File: config.mk
export PLATFORM = sky130hd
export DESIGN_NAME = ifu_dec
export DESIGN_NICKNAME = d
export VERILOG_FILES = /design/src/hw/dec_pkg.sv /design/src/hw/ifu_dec.sv /design/src/hw/d2e_regs.sv /design/src/hw/dispatch_ctrl.sv /design/src/hw/imm_gen.sv /design/src/hw/inst_decoder.sv
export SDC_FILE = /design/constraint.sdc
export NUM_CORES = 1
export LEC_CHECK = 0
export ABC_AREA = 1
export BUFFER_PORTS_ARGS = -buffer_cell sky130_fd_sc_hd__buf_4
export CORE_AREA = 2 2 118 120
export DETAILED_ROUTE_END_ITERATION = 8
export DIE_AREA = 0 0 120 122
export MAX_ROUTING_LAYER = met4
export PLACE_DENSITY = 0.75
export SYNTH_ARGS = -nofsm -noshare
export SYNTH_HDL_FRONTEND = slang
export SYNTH_SLANG_ARGS = --single-unit
export TNS_END_PERCENT = 100
File: constraint.sdc
create_clock -name clk -period 1.65 [get_ports clk]
set_input_delay 0.165 -clock clk [delete_from_list [all_inputs] [get_ports clk]]
set_output_delay 0.165 -clock clk [all_outputs]
set_load 0.05 [all_outputs]
File: src/hw/dec_pkg.sv
`default_nettype none

package dec_pkg;

   localparam int xlen = 32;

   typedef logic [4:0]      reg_addr_t;
   typedef logic [xlen-1:0] word_t;

   //////////////////////////////
   // LA32 encodings
   //////////////////////////////

   // 3R group, inst[31:15]
   localparam logic [16:0] opc_add_w   = 17'h00020;
   localparam logic [16:0] opc_sub_w   = 17'h00022;
   localparam logic [16:0] opc_and     = 17'h00029;
   localparam logic [16:0] opc_or      = 17'h0002a;
   localparam logic [16:0] opc_xor     = 17'h0002b;
   localparam logic [16:0] opc_mul_w   = 17'h00038;
   localparam logic [16:0] opc_mulh_w  = 17'h00039;
   localparam logic [16:0] opc_mulh_wu = 17'h0003a;
   localparam logic [16:0] opc_break   = 17'h00054;
   localparam logic [16:0] opc_syscall = 17'h00056;

   // 2RI12 group, inst[31:22]
   localparam logic [9:0]  opc_addi_w  = 10'h00a;
   localparam logic [9:0]  opc_ld_w    = 10'h0a2;
   localparam logic [9:0]  opc_st_w    = 10'h0a6;

   // 1RI20, inst[31:25]
   localparam logic [6:0]  opc_pcaddu12i = 7'h0e;

   // branches, inst[31:26]
   localparam logic [5:0]  opc_beq     = 6'h16;
   localparam logic [5:0]  opc_bne     = 6'h17;
   localparam logic [5:0]  opc_b       = 6'h14;
   localparam logic [5:0]  opc_bl      = 6'h15;

   //////////////////////////////
   // decoded fields
   //////////////////////////////

   typedef enum logic [1:0] {unit_alu, unit_lsu, unit_bru, unit_mul} unit_e;
   typedef enum logic [2:0] {alu_add, alu_sub, alu_and, alu_or, alu_xor} alu_op_e;
   typedef enum logic       {lsu_ld_w, lsu_st_w} lsu_op_e;
   typedef enum logic [1:0] {bru_beq, bru_bne, bru_b, bru_bl} bru_op_e;
   typedef enum logic [2:0] {imm_none, imm_si12, imm_si20, imm_offs16, imm_offs26} imm_kind_e;

   typedef enum logic [5:0] {
      exc_none = 6'd0,
      exc_sys  = 6'd11,
      exc_brk  = 6'd12,
      exc_ine  = 6'd13
   } exccode_e;

   typedef struct packed {
      unit_e     unit;
      alu_op_e   alu_op;
      lsu_op_e   lsu_op;
      bru_op_e   bru_op;
      logic      mul_signed;
      logic      mul_hi;
      imm_kind_e imm_kind;
      // operand a comes from pc
      logic      pc_rel;
      // rs2 reads rd instead of rk
      logic      rd_read;
      logic      rf_wen;
      logic      syscall;
      logic      brk;
      logic      ine;
   } dec_op_t;

   typedef struct packed {
      word_t imm_shifted;
      word_t br_offs;
   } imm_t;

   //////////////////////////////
   // execute stage requests
   //////////////////////////////

   typedef struct packed {
      logic      valid;
      alu_op_e   op;
      word_t     a;
      word_t     b;
      logic      b_imm;
      logic      wen;
      reg_addr_t target;
   } alu_req_t;

   typedef struct packed {
      logic      valid;
      lsu_op_e   op;
      word_t     imm;
      reg_addr_t rd;
      logic      wen;
   } lsu_req_t;

   typedef struct packed {
      logic    valid;
      bru_op_e op;
      word_t   offset;
   } bru_req_t;

   typedef struct packed {
      logic      valid;
      logic      is_signed;
      logic      hi;
      logic      wen;
      reg_addr_t target;
   } mul_req_t;

   typedef struct packed {
      logic     flag;
      exccode_e code;
   } exc_t;

endpackage

`default_nettype wire
File: src/hw/ifu_dec.sv
`default_nettype none

module ifu_dec import dec_pkg::*; (
   input  logic      clk,
   input  logic      rst,

   // fetch side
   input  word_t     inst,
   input  word_t     pc,
   input  logic      inst_valid,

   // register file, answered in the same cycle
   output reg_addr_t rs1,
   output reg_addr_t rs2,
   input  word_t     rs1_data,
   input  word_t     rs2_data,

   // execute stage
   output alu_req_t  alu_e,
   output lsu_req_t  lsu_e,
   output bru_req_t  bru_e,
   output mul_req_t  mul_e,
   output exc_t      exc_e
);

   dec_op_t  op;
   imm_t     imm;
   alu_req_t alu_d;
   lsu_req_t lsu_d;
   bru_req_t bru_d;
   mul_req_t mul_d;
   exc_t     exc_d;

   inst_decoder inst_decoder_i (
      .inst (inst),
      .op   (op)
   );

   imm_gen imm_gen_i (
      .inst (inst),
      .op   (op),
      .imm  (imm)
   );

   dispatch_ctrl dispatch_ctrl_i (
      .inst       (inst),
      .pc         (pc),
      .inst_valid (inst_valid),
      .op         (op),
      .imm        (imm),
      .rs1_data   (rs1_data),
      .rs2_data   (rs2_data),
      .rs1        (rs1),
      .rs2        (rs2),
      .alu_d      (alu_d),
      .lsu_d      (lsu_d),
      .bru_d      (bru_d),
      .mul_d      (mul_d),
      .exc_d      (exc_d)
   );

   // decode to execute boundary
   d2e_regs d2e_regs_i (
      .clk   (clk),
      .rst   (rst),
      .alu_d (alu_d),
      .lsu_d (lsu_d),
      .bru_d (bru_d),
      .mul_d (mul_d),
      .exc_d (exc_d),
      .alu_e (alu_e),
      .lsu_e (lsu_e),
      .bru_e (bru_e),
      .mul_e (mul_e),
      .exc_e (exc_e)
   );

endmodule

`default_nettype wire

File: src/hw/d2e_regs.sv
`default_nettype none

module d2e_regs import dec_pkg::*; (
   input  logic     clk,
   input  logic     rst,
   input  alu_req_t alu_d,
   input  lsu_req_t lsu_d,
   input  bru_req_t bru_d,
   input  mul_req_t mul_d,
   input  exc_t     exc_d,
   output alu_req_t alu_e,
   output lsu_req_t lsu_e,
   output bru_req_t bru_e,
   output mul_req_t mul_e,
   output exc_t     exc_e
);

   always_ff @(posedge clk) begin
      alu_e <= alu_d;
      lsu_e <= lsu_d;
      bru_e <= bru_d;
      mul_e <= mul_d;
      exc_e <= exc_d;

      // control bits only, payload keeps loading
      if (rst) begin
         alu_e.valid <= 1'b0;
         alu_e.wen   <= 1'b0;
         lsu_e.valid <= 1'b0;
         lsu_e.wen   <= 1'b0;
         bru_e.valid <= 1'b0;
         mul_e.valid <= 1'b0;
         mul_e.wen   <= 1'b0;
         exc_e.flag  <= 1'b0;
      end
   end

   //////////////////////////////
   // checks
   //////////////////////////////

   // single issue into execute
   a_one_unit: assert property (@(posedge clk) disable iff (rst)
      $onehot0({alu_e.valid, lsu_e.valid, bru_e.valid, mul_e.valid}))
      else $error("more than one unit valid in execute");

   // no write-back without a live request
   a_wen_valid: assert property (@(posedge clk) disable iff (rst)
      (!alu_e.wen || alu_e.valid) &&
      (!lsu_e.wen || lsu_e.valid) &&
      (!mul_e.wen || mul_e.valid))
      else $error("write enable without its unit valid");

   // a raised trap leaves all four units idle
   a_exc_idle: assert property (@(posedge clk) disable iff (rst)
      !exc_e.flag || !(alu_e.valid | lsu_e.valid | bru_e.valid | mul_e.valid))
      else $error("exception raised together with a unit valid");

endmodule

`default_nettype wire

File: src/hw/dispatch_ctrl.sv
`default_nettype none

module dispatch_ctrl import dec_pkg::*; (
   input  word_t     inst,
   input  word_t     pc,
   input  logic      inst_valid,
   input  dec_op_t   op,
   input  imm_t      imm,
   input  word_t     rs1_data,
   input  word_t     rs2_data,
   output reg_addr_t rs1,
   output reg_addr_t rs2,
   output alu_req_t  alu_d,
   output lsu_req_t  lsu_d,
   output bru_req_t  bru_d,
   output mul_req_t  mul_d,
   output exc_t      exc_d
);

   reg_addr_t rd;
   reg_addr_t rj;
   reg_addr_t rk;
   reg_addr_t target;
   logic      exc_flag;
   logic      issue_ok;
   logic      is_bl;
   logic      alu_valid;
   logic      lsu_valid;
   logic      bru_valid;
   logic      mul_valid;
   logic      alu_b_imm;

   assign rd = inst[4:0];
   assign rj = inst[9:5];
   assign rk = inst[14:10];

   //////////////////////////////
   // exceptions
   //////////////////////////////

   assign exc_flag = inst_valid & (op.syscall | op.brk | op.ine);

   assign exc_d.flag = exc_flag;
   assign exc_d.code = op.syscall ? exc_sys :
                       op.brk     ? exc_brk :
                       op.ine     ? exc_ine : exc_none;

   // nothing issues alongside a trap
   assign issue_ok  = inst_valid & ~exc_flag;
   assign alu_valid = (op.unit == unit_alu) & issue_ok;
   assign lsu_valid = (op.unit == unit_lsu) & issue_ok;
   assign bru_valid = (op.unit == unit_bru) & issue_ok;
   assign mul_valid = (op.unit == unit_mul) & issue_ok;

   //////////////////////////////
   // register file ports
   //////////////////////////////

   assign rs1 = rj;
   assign rs2 = op.rd_read ? rd : rk;

   // bl links into r1
   assign is_bl  = (op.unit == unit_bru) && (op.bru_op == bru_bl);
   assign target = is_bl ? 5'd1 : rd;

   //////////////////////////////
   // unit requests
   //////////////////////////////

   assign alu_b_imm = ((op.imm_kind == imm_si12) | (op.imm_kind == imm_si20)) & alu_valid;

   assign alu_d.valid  = alu_valid;
   assign alu_d.op     = op.alu_op;
   assign alu_d.a      = op.pc_rel ? pc : rs1_data;
   assign alu_d.b      = alu_b_imm ? imm.imm_shifted : rs2_data;
   assign alu_d.b_imm  = alu_b_imm;
   assign alu_d.wen    = op.rf_wen & alu_valid;
   assign alu_d.target = target;

   assign lsu_d.valid = lsu_valid;
   assign lsu_d.op    = op.lsu_op;
   assign lsu_d.imm   = imm.imm_shifted;
   assign lsu_d.rd    = target;
   assign lsu_d.wen   = op.rf_wen & lsu_valid;

   assign bru_d.valid  = bru_valid;
   assign bru_d.op     = op.bru_op;
   assign bru_d.offset = imm.br_offs;

   assign mul_d.valid     = mul_valid;
   assign mul_d.is_signed = op.mul_signed;
   assign mul_d.hi        = op.mul_hi;
   assign mul_d.wen       = op.rf_wen & mul_valid;
   assign mul_d.target    = target;

endmodule

`default_nettype wire

File: src/hw/imm_gen.sv
`default_nettype none

module imm_gen import dec_pkg::*; (
   input  word_t   inst,
   input  dec_op_t op,
   output imm_t    imm
);

   word_t si12_sext;
   word_t si20_shifted;
   word_t offs16_sext;
   word_t offs26_sext;

   assign si12_sext    = {{20{inst[21]}}, inst[21:10]};
   assign si20_shifted = {inst[24:5], 12'b0};

   // word offsets, scaled by 4
   assign offs16_sext  = {{14{inst[25]}}, inst[25:10], 2'b00};
   // offs26 high part sits in inst[9:0]
   assign offs26_sext  = {{4{inst[9]}}, inst[9:0], inst[25:10], 2'b00};

   always_comb begin
      imm = '0;
      case (op.imm_kind)
         imm_si12:   imm.imm_shifted = si12_sext;
         imm_si20:   imm.imm_shifted = si20_shifted;
         imm_offs16: imm.br_offs = offs16_sext;
         imm_offs26: imm.br_offs = offs26_sext;
         default:    imm = '0;
      endcase
   end

endmodule

`default_nettype wire

File: src/hw/inst_decoder.sv
`default_nettype none

module inst_decoder import dec_pkg::*; (
   input  word_t   inst,
   output dec_op_t op
);

   always_comb begin
      op = '0;
      priority case (1'b1)
         // register alu ops
         (inst[31:15] == opc_add_w): begin
            op.alu_op = alu_add;
            op.rf_wen = 1'b1;
         end
         (inst[31:15] == opc_sub_w): begin
            op.alu_op = alu_sub;
            op.rf_wen = 1'b1;
         end
         (inst[31:15] == opc_and): begin
            op.alu_op = alu_and;
            op.rf_wen = 1'b1;
         end
         (inst[31:15] == opc_or): begin
            op.alu_op = alu_or;
            op.rf_wen = 1'b1;
         end
         (inst[31:15] == opc_xor): begin
            op.alu_op = alu_xor;
            op.rf_wen = 1'b1;
         end
         // multiply
         (inst[31:15] == opc_mul_w): begin
            op.unit       = unit_mul;
            op.mul_signed = 1'b1;
            op.rf_wen     = 1'b1;
         end
         (inst[31:15] == opc_mulh_w): begin
            op.unit       = unit_mul;
            op.mul_signed = 1'b1;
            op.mul_hi     = 1'b1;
            op.rf_wen     = 1'b1;
         end
         (inst[31:15] == opc_mulh_wu): begin
            op.unit   = unit_mul;
            op.mul_hi = 1'b1;
            op.rf_wen = 1'b1;
         end
         // traps, code field ignored
         (inst[31:15] == opc_syscall): op.syscall = 1'b1;
         (inst[31:15] == opc_break):   op.brk = 1'b1;
         // immediate forms
         (inst[31:22] == opc_addi_w): begin
            op.imm_kind = imm_si12;
            op.rf_wen   = 1'b1;
         end
         (inst[31:22] == opc_ld_w): begin
            op.unit     = unit_lsu;
            op.lsu_op   = lsu_ld_w;
            op.imm_kind = imm_si12;
            op.rf_wen   = 1'b1;
         end
         (inst[31:22] == opc_st_w): begin
            op.unit     = unit_lsu;
            op.lsu_op   = lsu_st_w;
            op.imm_kind = imm_si12;
            op.rd_read  = 1'b1;
         end
         (inst[31:25] == opc_pcaddu12i): begin
            op.imm_kind = imm_si20;
            op.pc_rel   = 1'b1;
            op.rf_wen   = 1'b1;
         end
         // branches
         (inst[31:26] == opc_beq): begin
            op.unit     = unit_bru;
            op.bru_op   = bru_beq;
            op.imm_kind = imm_offs16;
            op.rd_read  = 1'b1;
         end
         (inst[31:26] == opc_bne): begin
            op.unit     = unit_bru;
            op.bru_op   = bru_bne;
            op.imm_kind = imm_offs16;
            op.rd_read  = 1'b1;
         end
         (inst[31:26] == opc_b): begin
            op.unit     = unit_bru;
            op.bru_op   = bru_b;
            op.imm_kind = imm_offs26;
         end
         (inst[31:26] == opc_bl): begin
            op.unit     = unit_bru;
            op.bru_op   = bru_bl;
            op.imm_kind = imm_offs26;
            op.rf_wen   = 1'b1;
         end
         default: op.ine = 1'b1;
      endcase
   end

endmodule

`default_nettype wire

==> impl_results.md <==
- Max Clock Freq: 621 MHz
- Fraction of registers with async set/reset: 0%
- Dpl hpwl: 13000 um
- Largest net degree at the start of global routing: 33
- Worst Hold Depth: 3
- Setup repair after global routing missed its margin: yes
- Vias in the first global route: 5547
- Initial Utilization: approximately 38%
- Final slew viol count: 0
- Die height: ~120 um
- Sequential-to-total area share from yosys stat: between 50 and 60%
- # rows: 43
- Avg Cell Area, Syn: roughly 8.9 um^2
- Final Critical Period: 1.61 ns
- Congestion Overflow GR: 0
- Hold EP: d2e_regs_i.exc_e[6]$_SDFF_PP0_
- Final core occ: 72.2%
- Fin worst setup slack: 0.0387 ns
- Core Area: 0.0135 mm^2
- Worst min path class: input port to flip-flop
- Share of layout cells above drive strength 1: a little under half
- First-pass GRT wire length: 28500 um
- Met1 usage: 29.4%
- LEAKAGE: 0.00502 uW
- Data arrival, critical path: 1.97 ns
- Initial DRC Count: around 280
- Io pins: slightly above 300
- Final setup vio count: 0
- Via density: 4.62
- H-tree depth: 4
- Status: completed
- Synth Instances: 577
- Total of max-cap violations: 0
- Avg WL per Cell: 16.7 um
- CTS tree: built
- Cell chosen for the clock root: clkbuf_16
- Placement Setup Slack: -0.366 ns
- Netlist cell types: 29
- Setup crit end kind: flip-flop
- Post-synth EDFFs: 0
- Drt first pass iters: 6
- Synth warn: 0
- Startpoint Class: input port
- Grt peak-use layer: met2
- ANT nets after route: 0
- Most frequent cells in the layout: buf_4, dfxtp_1, nand2_1
- Clk buf depth: 2
- Hold Startpoint: inst_valid
- Cts bufs inserted: 17
- Post-Synthesis Cell Area: 0.00513 mm^2
- GRT Total Usage: 26.6%
- Initial antenna violation count: 0
- Fin nets: 1165
- WS Path Type: input port to flip-flop
- Critical path fanouts, max: 8
- RD Place Congestion: 0.900
- Global-route met2 utilization: 45.7%
- Die width: around 120 um
- Crit share post-route: a little over nine tenths
- Worst EP required: 2.01 ns
- Setup tns final: 0 ns
- Via count: 5668
- Final hold vios: 0
- # port buffers: between 300 and 400
- Met3 global-route usage: 5.52%
- Routed WL: 20500 um
- Top_reg_cell synth: dfxtp_1
- Area Growth Syn to Fin: 90.2%
- DR DRC count: 0
- ANT cells: 0
- Cell Area, Placed: roughly 0.0078 mm^2
- Power per cell area: 925 mW/mm^2
- Die ar.: between 0.01 and 0.015 mm^2
- Design Area, Final: 0.00975 mm^2
- Reg clk slew, reported paths: 0.06 ns
- Commonest non-fill, non-tap cell in the layout: buf_4
- Maximum VDD drop: 0.806 mV
- Power Total: 9020 uW
- Seq cells post-synth: 148
- CTS sink count: 148
==> cells by family after synthesis <==
family / share of synthesized area [%]
other cells: 0.0731
flops: 57.8
buf+inv: 9.54
compound gates: 3.95
mux: 7.03
simple gates: 21.6
==> registers in the layout, summed over array words and instances, names as in the netlist <==
name,count
d2e_regs_i.mul_e,4
d2e_regs_i.bru_e,29
d2e_regs_i.lsu_e,35
d2e_regs_i.exc_e,5
d2e_regs_i.alu_e,75
==> metrics by stage <==
stage / cells / hold WS, ns
6_report: 1227 / 0.0320
5_1_grt: 1227 / 0.0221
4_1_cts: 1214 / 0.0177
3_5_place_dp: 1080 / 0.344
3_3_place_gp: 1080 / 0.344
2_1_floorplan: 580 / 0.237
==> layer usage <==
layer	share of wire (%)	vias up
met2	52	275
met1	38	2622
li1	-	2709
met5	0	-
met4	3.8	0
met3	6.1	62
==> timing repair <==
item | 4_1_cts | 5_1_grt
buffers inserted | 0 | 9
hold buffers | 102 | 0
setup endpoints to repair | 0 | 53
endpoints found under the hold margin | 71 | 0
gates resized for setup | 0 | 49
==> Yosys cell counts (2+ instances only) <==
cell type  number  share of area (%)
buf_1           3               0.22
buf_2           4               0.39
buf_4          24                3.5
buf_6           3               0.66
clkbuf_1       10               0.73
dfxtp_1       148                 58
inv_1          54                4.0
mux2_2         32                7.0
nand2_1       128                9.4
nand2_2         2               0.24
nand3_1        39                3.8
nand3_2         2               0.39
nand4_1         4               0.49
nor2_1         70                5.1
nor2_2          3               0.37
nor2_4          3               0.66
nor3_1          3               0.29
o21ai_0        34                3.3
==> worst max-delay path by stage <==
stage                        start                             end  slack [ns]  cells after the start
after floorplan           inst[22]                          rs2[0]       -0.14                      8
after global placement    inst[26]    d2e_regs_i.alu_e[10]$_DFF_P_       -0.33                     14
after detailed placement  inst[26]  d2e_regs_i.lsu_e[0]$_SDFF_PP0_       -0.37                     15
after CTS                 inst[26]    d2e_regs_i.alu_e[63]$_DFF_P_        0.01                      8
after global routing      inst[31]    d2e_regs_i.alu_e[28]$_DFF_P_       -0.06                     17
final                     inst[31]    d2e_regs_i.alu_e[28]$_DFF_P_        0.04                     17
==> critical path, cell delays in order <==
cell,delay [ns]
buf_4,0.13
buf_4,0.15
nor2_4,0.11
nand2_2,0.08
buf_4,0.14
inv_1,0.05
nand3_1,0.11
nand2_1,0.08
inv_1,0.05
nand2_2,0.06
nor2_2,0.04
nand2_2,0.09
nand3_4,0.08
nor2_4,0.26
clkbuf_16,0.22
nand3_1,0.07
nand2_1,0.08
==> power by group <==
group | leakage (uW) | total (uW) | switching, uW | internal, uW
registers | 0.00122 | 3740 | 44.8 | 3700
logic | 0.00353 | 1620 | 932 | 689
clock network | 0.000272 | 3660 | 1510 | 2150
==> area by class of cell <==
type                    count  area, um^2
flip-flops and latches    148        2960
clock buffers              20         457
multi-input cells         334        1860
well taps                 180         225
inverters                  55         206
repair buffers            478        3940
fillers                   974        3750
clock inverters            12         104
No activity file was read; power rests on OpenSTA's default activity.
